### src/nox_params.svh
// Global sizes shared by every unit; scratchpad depth must be a power of two
`default_nettype none
`ifndef NOX_PARAMS_SVH
`define NOX_PARAMS_SVH

// Datapath and tag sizes
`define NOX_XLEN        32
`define NOX_TAG_W       4
`define NOX_RD_W        5
// LSU scratchpad depth in words and immediate offset width
`define NOX_DMEM_WORDS  16
`define NOX_OFS_W       12

`endif
`default_nettype wire

### src/nox_pkg.sv
// Shared types; widths follow nox_params.svh and do not vary per instance
`include "nox_params.svh"
`default_nettype none

package nox_pkg;

  // Execution unit that takes the packet
  typedef enum logic {
    UNIT_ALU = 1'b0,
    UNIT_LSU = 1'b1
  } unit_e;

  typedef enum logic [2:0] {
    ALU_ADD = 3'd0,
    ALU_SUB = 3'd1,
    ALU_AND = 3'd2,
    ALU_OR  = 3'd3,
    ALU_XOR = 3'd4,
    ALU_SLL = 3'd5,
    ALU_SRL = 3'd6,
    ALU_SLT = 3'd7
  } alu_op_e;

  typedef enum logic {
    LSU_LOAD  = 1'b0,
    LSU_STORE = 1'b1
  } lsu_op_e;

  // Issue packet, operands already resolved to values
  typedef struct packed {
    unit_e                        unit;
    logic [`NOX_TAG_W-1:0]        tag;
    logic [`NOX_RD_W-1:0]         rd;
    alu_op_e                      alu_op;
    lsu_op_e                      lsu_op;
    logic [`NOX_XLEN-1:0]         rs1;
    logic [`NOX_XLEN-1:0]         rs2;
    logic signed [`NOX_OFS_W-1:0] ofs;
  } s_issue_t;

  // Write-back result, wr_en low for stores
  typedef struct packed {
    logic [`NOX_TAG_W-1:0] tag;
    logic [`NOX_RD_W-1:0]  rd;
    logic                  wr_en;
    logic [`NOX_XLEN-1:0]  data;
  } s_result_t;

endpackage

`default_nettype wire

### src/alu_unit.sv
// Single-cycle ALU with one result register; input stalls while a held result waits
`timescale 1ns/1ps
`include "nox_params.svh"
`default_nettype none

module alu_unit (
  input  logic               clk,
  input  logic               rst_n_i,
  // Issue side
  input  logic               in_valid_i,
  output logic               in_ready_o,
  input  nox_pkg::s_issue_t  in_i,
  // Result side
  output logic               res_valid_o,
  input  logic               res_ready_i,
  output nox_pkg::s_result_t res_o
);
  logic                          accept;
  logic [$clog2(`NOX_XLEN)-1:0] shamt;
  logic                          lt_signed;
  logic [`NOX_XLEN-1:0]          alu_data;
  nox_pkg::s_result_t            res_next;
  nox_pkg::s_result_t            res_ff;
  logic                          res_valid_ff;

  // Free when empty or when the held result leaves this cycle
  assign in_ready_o = ~res_valid_ff | res_ready_i;
  assign accept     = in_valid_i & in_ready_o;

  // Only the low bits of rs2 count as shift amount
  assign shamt     = in_i.rs2[$clog2(`NOX_XLEN)-1:0];
  assign lt_signed = $signed(in_i.rs1) < $signed(in_i.rs2);

  always_comb begin
    case (in_i.alu_op)
      nox_pkg::ALU_ADD: alu_data = in_i.rs1 + in_i.rs2;
      nox_pkg::ALU_SUB: alu_data = in_i.rs1 - in_i.rs2;
      nox_pkg::ALU_AND: alu_data = in_i.rs1 & in_i.rs2;
      nox_pkg::ALU_OR:  alu_data = in_i.rs1 | in_i.rs2;
      nox_pkg::ALU_XOR: alu_data = in_i.rs1 ^ in_i.rs2;
      nox_pkg::ALU_SLL: alu_data = in_i.rs1 << shamt;
      nox_pkg::ALU_SRL: alu_data = in_i.rs1 >> shamt;
      nox_pkg::ALU_SLT: alu_data = {{(`NOX_XLEN-1){1'b0}}, lt_signed};
      default:          alu_data = '0;
    endcase
  end

  always_comb begin
    res_next.tag   = in_i.tag;
    res_next.rd    = in_i.rd;
    res_next.wr_en = 1'b1;
    res_next.data  = alu_data;
  end

  // Result payload
  always_ff @(posedge clk) begin
    if (accept) begin
      res_ff <= res_next;
    end
  end

  always_ff @(posedge clk or negedge rst_n_i) begin
    if (!rst_n_i) begin
      res_valid_ff <= 1'b0;
    end else if (accept) begin
      res_valid_ff <= 1'b1;
    end else if (res_ready_i) begin
      res_valid_ff <= 1'b0;
    end
  end

  assign res_valid_o = res_valid_ff;
  assign res_o       = res_ff;

endmodule

`default_nettype wire

### src/lsu_unit.sv
// Word-only LSU on a local scratchpad; byte offsets ignored and the address wraps at the depth
`timescale 1ns/1ps
`include "nox_params.svh"
`default_nettype none

module lsu_unit (
  input  logic               clk,
  input  logic               rst_n_i,
  // Issue side
  input  logic               in_valid_i,
  output logic               in_ready_o,
  input  nox_pkg::s_issue_t  in_i,
  // Result side
  output logic               res_valid_o,
  input  logic               res_ready_i,
  output nox_pkg::s_result_t res_o
);
  logic                                accept;
  logic                                is_store;
  logic [`NOX_XLEN-1:0]                ofs_ext;
  logic [`NOX_XLEN-1:0]                byte_addr;
  logic [$clog2(`NOX_DMEM_WORDS)-1:0] word_idx;
  logic [`NOX_XLEN-1:0]                dmem [`NOX_DMEM_WORDS];
  nox_pkg::s_result_t                  res_next;
  nox_pkg::s_result_t                  res_ff;
  logic                                res_valid_ff;

  assign in_ready_o = ~res_valid_ff | res_ready_i;
  assign accept     = in_valid_i & in_ready_o;
  assign is_store   = (in_i.lsu_op == nox_pkg::LSU_STORE);

  // Effective address, word index taken above the byte bits
  assign ofs_ext   = {{(`NOX_XLEN-`NOX_OFS_W){in_i.ofs[`NOX_OFS_W-1]}}, in_i.ofs};
  assign byte_addr = in_i.rs1 + ofs_ext;
  assign word_idx  = byte_addr[2 +: $clog2(`NOX_DMEM_WORDS)];

  // Scratchpad starts out cleared
  always_ff @(posedge clk or negedge rst_n_i) begin
    if (!rst_n_i) begin
      for (int i = 0; i < `NOX_DMEM_WORDS; i++) begin
        dmem[i] <= '0;
      end
    end else if (accept && is_store) begin
      dmem[word_idx] <= in_i.rs2;
    end
  end

  // Load sees memory as it stands before this edge
  always_comb begin
    res_next.tag = in_i.tag;
    res_next.rd  = in_i.rd;
    if (is_store) begin
      res_next.wr_en = 1'b0;
      res_next.data  = '0;
    end else begin
      res_next.wr_en = 1'b1;
      res_next.data  = dmem[word_idx];
    end
  end

  always_ff @(posedge clk) begin
    if (accept) begin
      res_ff <= res_next;
    end
  end

  always_ff @(posedge clk or negedge rst_n_i) begin
    if (!rst_n_i) begin
      res_valid_ff <= 1'b0;
    end else if (accept) begin
      res_valid_ff <= 1'b1;
    end else if (res_ready_i) begin
      res_valid_ff <= 1'b0;
    end
  end

  assign res_valid_o = res_valid_ff;
  assign res_o       = res_ff;

endmodule

`default_nettype wire

### src/wb_merge.sv
// Fixed-priority merge, LSU always wins; a steady LSU stream can starve the ALU
`timescale 1ns/1ps
`default_nettype none

module wb_merge (
  input  logic               clk,
  input  logic               rst_n_i,
  // ALU result stream
  input  logic               alu_valid_i,
  output logic               alu_ready_o,
  input  nox_pkg::s_result_t alu_i,
  // LSU result stream
  input  logic               lsu_valid_i,
  output logic               lsu_ready_o,
  input  nox_pkg::s_result_t lsu_i,
  // Write-back output
  output logic               wb_valid_o,
  input  logic               wb_ready_i,
  output nox_pkg::s_result_t wb_o
);
  logic               out_free;
  logic               take;
  nox_pkg::s_result_t sel;
  nox_pkg::s_result_t wb_ff;
  logic               wb_valid_ff;

  assign out_free = ~wb_valid_ff | wb_ready_i;

  // Ready only to the selected source
  assign lsu_ready_o = out_free;
  assign alu_ready_o = out_free & ~lsu_valid_i;

  assign sel  = lsu_valid_i ? lsu_i : alu_i;
  assign take = out_free & (lsu_valid_i | alu_valid_i);

  always_ff @(posedge clk) begin
    if (take) begin
      wb_ff <= sel;
    end
  end

  always_ff @(posedge clk or negedge rst_n_i) begin
    if (!rst_n_i) begin
      wb_valid_ff <= 1'b0;
    end else if (take) begin
      wb_valid_ff <= 1'b1;
    end else if (wb_ready_i) begin
      wb_valid_ff <= 1'b0;
    end
  end

  assign wb_valid_o = wb_valid_ff;
  assign wb_o       = wb_ff;

endmodule

`default_nettype wire

### src/nox_exec.sv
// Back end only; operands arrive as values, no traps, results may return out of issue order
`timescale 1ns/1ps
`default_nettype none

module nox_exec (
  input  logic               clk,
  input  logic               rst_n_i,
  // Issue port
  input  logic               issue_valid_i,
  output logic               issue_ready_o,
  input  nox_pkg::s_issue_t  issue_i,
  // Write-back port
  output logic               wb_valid_o,
  input  logic               wb_ready_i,
  output nox_pkg::s_result_t wb_o
);
  logic               alu_valid;
  logic               alu_ready;
  logic               lsu_valid;
  logic               lsu_ready;
  logic               alu_res_valid;
  logic               alu_res_ready;
  nox_pkg::s_result_t alu_res;
  logic               lsu_res_valid;
  logic               lsu_res_ready;
  nox_pkg::s_result_t lsu_res;

  // Steer by unit field
  assign alu_valid     = issue_valid_i & (issue_i.unit == nox_pkg::UNIT_ALU);
  assign lsu_valid     = issue_valid_i & (issue_i.unit == nox_pkg::UNIT_LSU);
  assign issue_ready_o = (issue_i.unit == nox_pkg::UNIT_LSU) ? lsu_ready : alu_ready;

  alu_unit u_alu_unit (
    .clk         (clk),
    .rst_n_i     (rst_n_i),
    .in_valid_i  (alu_valid),
    .in_ready_o  (alu_ready),
    .in_i        (issue_i),
    .res_valid_o (alu_res_valid),
    .res_ready_i (alu_res_ready),
    .res_o       (alu_res)
  );

  lsu_unit u_lsu_unit (
    .clk         (clk),
    .rst_n_i     (rst_n_i),
    .in_valid_i  (lsu_valid),
    .in_ready_o  (lsu_ready),
    .in_i        (issue_i),
    .res_valid_o (lsu_res_valid),
    .res_ready_i (lsu_res_ready),
    .res_o       (lsu_res)
  );

  // Both paths join here
  wb_merge u_wb_merge (
    .clk         (clk),
    .rst_n_i     (rst_n_i),
    .alu_valid_i (alu_res_valid),
    .alu_ready_o (alu_res_ready),
    .alu_i       (alu_res),
    .lsu_valid_i (lsu_res_valid),
    .lsu_ready_o (lsu_res_ready),
    .lsu_i       (lsu_res),
    .wb_valid_o  (wb_valid_o),
    .wb_ready_i  (wb_ready_i),
    .wb_o        (wb_o)
  );

endmodule

`default_nettype wire

### config.mk
export PLATFORM = sky130hd
export DESIGN_NAME = nox_exec
export DESIGN_NICKNAME = d
export VERILOG_FILES = /design/src/nox_pkg.sv /design/src/alu_unit.sv /design/src/lsu_unit.sv /design/src/wb_merge.sv /design/src/nox_exec.sv
export VERILOG_INCLUDE_DIRS = /design/src /design/src/src
export SDC_FILE = /design/constraint.sdc
export NUM_CORES = 1
export LEC_CHECK = 0
export ABC_AREA = 1
export BUFFER_PORTS_ARGS = -buffer_cell sky130_fd_sc_hd__clkbuf_2
export CAP_MARGIN = 5
export CELL_PAD_IN_SITES_DETAIL_PLACEMENT = 1
export CELL_PAD_IN_SITES_GLOBAL_PLACEMENT = 1
export CORE_AREA = 4 4 235 410
export DETAILED_ROUTE_END_ITERATION = 8
export DIE_AREA = 0 0 239 414
export GPL_TIMING_DRIVEN = 1
export MAX_ROUTING_LAYER = met4
export PLACE_DENSITY_LB_ADDON = 0.1
export SLEW_MARGIN = 10
export SYNTH_ARGS = -nofsm -noshare
export SYNTH_HDL_FRONTEND = slang
export SYNTH_SLANG_ARGS = --single-unit
### constraint.sdc
create_clock -name clk -period 2.65 [get_ports clk]
set_input_delay 0.265 -clock clk [delete_from_list [all_inputs] [get_ports clk]]
set_output_delay 0.265 -clock clk [all_outputs]
set_load 0.01 [all_outputs]
==> results.py <==
metrics = {
    "timing": {
        "grt_setup_unrepaired": "no",
        "final_hold_viol_count": 0,
        "setup_violating_endpoint_count_in_the_final_report": 0,
        "timing.final.ws_setup_ns": 0.1097,
        "slew_headroom_pct": 47.73,
        "maxClockFrequency_ghz": 0.3937,
        "clock_skew_ns": 0.02026,
        "worst_pin_slew_ns": 0.7759,
        "final.setup.tns_ns": 0,
        "finalWorstPathRequiredPeriod_ns": 2.540,
        "post-route-period-util_pct": 95.86,
        "final-max-slew-violation-count": 0,
    },
    "die": {
        "effective_utilization_at_floorplan_pct": 41.86,
        "placementRows": 148,
        "ioPinCount": 138,
        "core_mm2": 0.09277,
        "fp.dieH_um": 414,
        "die_area_mm2": 0.09895,
        "floorplan.die.width_um": 239,
    },
    "critical_path": {
        "critical_path.cell_chain": "dlygate4sd3_1 > clkbuf_2 > inv_1 > ha_1 > buf_4 > nor2_1 > nand2_1 > nor2_1 > buf_4 > nand2_1 > nand3_1 > nand2_1 > nand2_1 > nand2_1 > nand3_1 > nand3_1",
        "timing.critical_path.max_delay_family": "simple AND/OR/NAND/NOR gates",
        "cp_data_arrival_time_ns": 2.89,
        "cp_max_fo": 5,
        "cpMostUsedCell": "sky130_fd_sc_hd__nand2_1",
        "critPathKind": "in -> reg",
        "buffering_stage_count_on_the_worst_path_with_inverters_included": 5,
        "cpPeakStageDelay_ns": 0.53,
        "critPathSlowestCell": "sky130_fd_sc_hd__dlygate4sd3_1",
        "setup.worst_path.start_class": "input port",
        "critPathRequiredTime_ns": 3.00,
        "worstSetupEndpointType": "flip-flop",
    },
    "flow_run": {
        "drv_cap": 0,
    },
    "cells_and_area": {
        "layoutNonFillerInstCount": 7266,
        "final_layout_size_suffix_gt1_share_pct": 17.42,
        "multi_input_area_mm2": 0.01928,
        "most_common_cell_after_layout_fill_and_taps_aside": "sky130_fd_sc_hd__nand2_1",
        "final_nets": 6206,
        "final.fill_count": 11890,
        "register_area_mm2": 0.01664,
        "stdcell_area_mm2": 0.04799,
        "mostFrequentLayoutCells": "2259 x sky130_fd_sc_hd__nand2_1, 573 x sky130_fd_sc_hd__buf_4, 544 x sky130_fd_sc_hd__nand3_1, 514 x sky130_fd_sc_hd__dfrtp_1, 393 x sky130_fd_sc_hd__o21ai_1",
        "finish.utilization_pct": 51.73,
        "syn2layout_area_growth_pct": 23.59,
    },
    "power": {
        "power.share.sequential_pct": 40.8,
        "peakVddDrop_mv": 0.6644,
        "switching_power_as_a_share_of_total_power_pct": 35.88,
        "power.leakage_uw": 0.02477,
        "p_int_uw": 21460,
        "pwr-share-clk_pct": 27.6,
        "power_density_mw_per_mm2": 697.2,
        "power.combinational.fraction_pct": 31.6,
        "power.net_switching_uw": 12010,
    },
    "routing": {
        "finalWirelength_um": 185700,
        "drc": 0,
        "dr.pass1.iters": 5,
        "routedWlPerCell_um": 25.56,
        "drt.antenna.violating_nets": 0,
        "via_per_inst": 5.600,
        "vias": 40690,
        "drtIter0Drc": 2700,
    },
    "synthesis": {
        "post_synth_num_cell_types": 51,
        "synth-seq-area-share_pct": 42.85,
        "synth.top_cell.area_share_pct": 33.19,
        "yosysTopAreaCell": "sky130_fd_sc_hd__dfrtp_1",
        "postSynthAreaPerCell_um2": 7.091,
        "flop_and_latch_count_out_of_synthesis": 640,
        "ys_async_sr_fraction_pct": 80.47,
        "yosysWarnings": 0,
        "netlist_area_mm2": 0.03883,
        "mappedNetlistNets": 5674,
        "yosys_most_used_dff": "sky130_fd_sc_hd__dfrtp_1",
        "synthesis.instances": 5477,
        "area_contributors_post_synth": "sky130_fd_sc_hd__dfrtp_1 33%, sky130_fd_sc_hd__nand2_1 22%, sky130_fd_sc_hd__edfxtp_1 9.7%, sky130_fd_sc_hd__nand3_1 7.0%, sky130_fd_sc_hd__o21ai_1 5.0%",
        "synth_edf_count": 125,
    },
    "clock_tree": {
        "clock_sink_count": 640,
        "tritoncts_clock_tree": "built",
        "clock_tree.root_cell": "sky130_fd_sc_hd__clkbuf_16",
        "clkSlewWorstSetupHoldPaths_ns": 0.07,
        "post_cts_buffers": 0,
        "htree_num_levels": 2,
        "cts.path.max_buffers": 3,
        "tritoncts.num_buffers": 61,
        "clock_insertion_delay_at_the_later_pin_of_the_skew_report_ns": 0.66,
    },
    "global_routing": {
        "residual_overflow_from_global_routing": 0,
        "vias_in_the_first_global_route": 42720,
        "grt_start_max_net_pins": 98,
        "global_route_wire_length_before_repair_um": 274700,
        "grt_use_total_pct": 37.99,
        "antenna_found_initial": 6,
    },
    "placed_design": {
        "dp_hpwl_um": 138500,
        "pre_cts_ws_ns": -0.2048,
        "port-buffer-count": 131,
        "numPlacedInstances": 7119,
        "gpl.final_weighted_congestion": 1.076,
        "placedInstanceArea_mm2": 0.04564,
    },
    "run_status": {
        "outcome": "completed",
    },
    "worst_hold_path": {
        "hold_path_class": "in -> reg",
    },
}
[final timing paths]
check | start | endpoint | slack (ns) | cells past startpoint
worst max-delay path | issue_i[19] | u_alu_unit.res_o[29]$_DFFE_PP_ | 0.11 | 16
worst min-delay path | issue_i[21] | u_lsu_unit.dmem[137]$_DFFE_PN0P_ | 0.05 | 4
worst max register to register | u_wb_merge.wb_valid_o$_DFFE_PN0P_ | u_lsu_unit.dmem[123]$_DFFE_PN0P_ | 0.23 | 13
max in group asynchronous | rst_n_i | u_lsu_unit.dmem[140]$_DFFE_PN0P_ | 1.61 | 4
worst min register to register | u_lsu_unit.dmem[38]$_DFFE_PN0P_ | u_lsu_unit.dmem[38]$_DFFE_PN0P_ | 0.48 | 2
min in group asynchronous | rst_n_i | u_lsu_unit.dmem[313]$_DFFE_PN0P_ | 0.12 | 2
[routing by layer]
| layer | track usage [%] | share of wire [%] | vias up |
|---|---|---|---|
| li1 | - | - | 18720 |
| met1 | 41.54 | 37 | 20270 |
| met2 | 65.04 | 51 | 1179 |
| met3 | 4.016 | 4.0 | 526 |
| met4 | 25.11 | 8.7 | 0 |
| met5 | - | 0 | - |
[power groups by stage]
stage | registers (µW) | logic [µW] | clock network (µW)
final | 13700 | 10600 | 9240
after detailed placement | 13800 | 10400 | 0
after CTS | 13600 | 10600 | 9390
after floorplan | 13500 | 6010 | 0
after global placement | 13600 | 10100 | 0
after global routing | 13900 | 11700 | 9770
[area by class of cell]
cell class	instances	share of cell area, %
repair buffers	827	14.92
multi-input cells	4121	40.16
diodes	4	0.02086
clock buffers	92	3.723
clock inverters	24	0.5553
well taps	1200	3.128
flip-flops and latches	640	34.68
inverters	358	2.818
[kinds of logic (layout without fill, tap and decap cells)]
logic type / Yosys count / after routing / synth area share (%)
and+or+nand+nor: 3155 / 3155 / 33.35
AOI/OAI and AO/OA: 847 / 847 / 12.33
buffers and inverters: 716 / 1301 / 7.739
DFF: 640 / 640 / 42.85
adders and majority gates: 103 / 103 / 3.357
xor gates and xnor gates: 13 / 13 / 0.2932
muxes: 3 / 3 / 0.07733
other: 0 / 4 / 0
[stage by stage]
step | total power, µW | hold WS [ns]
5_1_grt | 35340 | 0.02411
3_3_place_gp | 23750 | 0.2062
4_1_cts | 33570 | 0.005266
3_5_place_dp | 24180 | 0.2085
6_report | 33460 | 0.04655
2_1_floorplan | 19470 | -0.03059
[cells in the mapped netlist (2+ instances only)]
master and n:
sky130_fd_sc_hd__a211oi_1 5, sky130_fd_sc_hd__a21boi_0 2, sky130_fd_sc_hd__a21oi_1 119, sky130_fd_sc_hd__a221oi_1 4, sky130_fd_sc_hd__and3_1 4, sky130_fd_sc_hd__buf_1 16
sky130_fd_sc_hd__buf_2 134, sky130_fd_sc_hd__buf_6 19, sky130_fd_sc_hd__clkbuf_1 189, sky130_fd_sc_hd__clkinv_1 3, sky130_fd_sc_hd__dfrtp_1 515, sky130_fd_sc_hd__edfxtp_1 125
sky130_fd_sc_hd__fa_1 2, sky130_fd_sc_hd__ha_1 101, sky130_fd_sc_hd__inv_1 345, sky130_fd_sc_hd__inv_2 8, sky130_fd_sc_hd__mux2i_1 3, sky130_fd_sc_hd__nand2_1 2263
sky130_fd_sc_hd__nand2_2 5, sky130_fd_sc_hd__nand2_4 14, sky130_fd_sc_hd__nand3_1 545, sky130_fd_sc_hd__nand3b_1 3, sky130_fd_sc_hd__nand4_1 35, sky130_fd_sc_hd__nor2_1 237
sky130_fd_sc_hd__nor2_4 3, sky130_fd_sc_hd__nor3_1 27, sky130_fd_sc_hd__nor3_4 5, sky130_fd_sc_hd__o2111ai_1 2, sky130_fd_sc_hd__o211ai_1 27, sky130_fd_sc_hd__o21a_1 14
sky130_fd_sc_hd__o21ai_0 162, sky130_fd_sc_hd__o21ai_1 391, sky130_fd_sc_hd__o21ai_2 89, sky130_fd_sc_hd__o21bai_1 13, sky130_fd_sc_hd__o221ai_1 6, sky130_fd_sc_hd__o22ai_1 11
sky130_fd_sc_hd__or2_2 6, sky130_fd_sc_hd__xnor2_1 2, sky130_fd_sc_hd__xor2_1 11
[worst reg2reg max path, stage by stage (launching register included)]
cell                      delay, ns
sky130_fd_sc_hd__dfrtp_1       0.35
sky130_fd_sc_hd__inv_1         0.06
sky130_fd_sc_hd__nor2_1        0.30
sky130_fd_sc_hd__nand2_2       0.15
sky130_fd_sc_hd__nand3_2       0.14
sky130_fd_sc_hd__nor2_2        0.04
sky130_fd_sc_hd__buf_4         0.16
sky130_fd_sc_hd__inv_1         0.26
sky130_fd_sc_hd__nor3_4        0.07
sky130_fd_sc_hd__buf_4         0.18
sky130_fd_sc_hd__nand2_4       0.10
sky130_fd_sc_hd__buf_12        0.24
sky130_fd_sc_hd__nand2_1       0.13
sky130_fd_sc_hd__o21ai_1       0.15
[repair_timing]
action | 4_1_cts | 5_1_grt
endpoints found under the hold margin | 277 | 0
hold buffers | 27 | 0
setup endpoints to repair | 0 | 6
gates resized for setup | 0 | 9
[sequential cells by signal (all words and copies together), names as in the netlist]
register,cells
u_lsu_unit.res_valid_o,1
u_lsu_unit.dmem,512
u_wb_merge.wb_o,42
u_alu_unit.res_valid_o,1
u_wb_merge.wb_valid_o,1
u_lsu_unit.res_o,42
u_alu_unit.res_o,41
(Power assumes the default switching activity.)
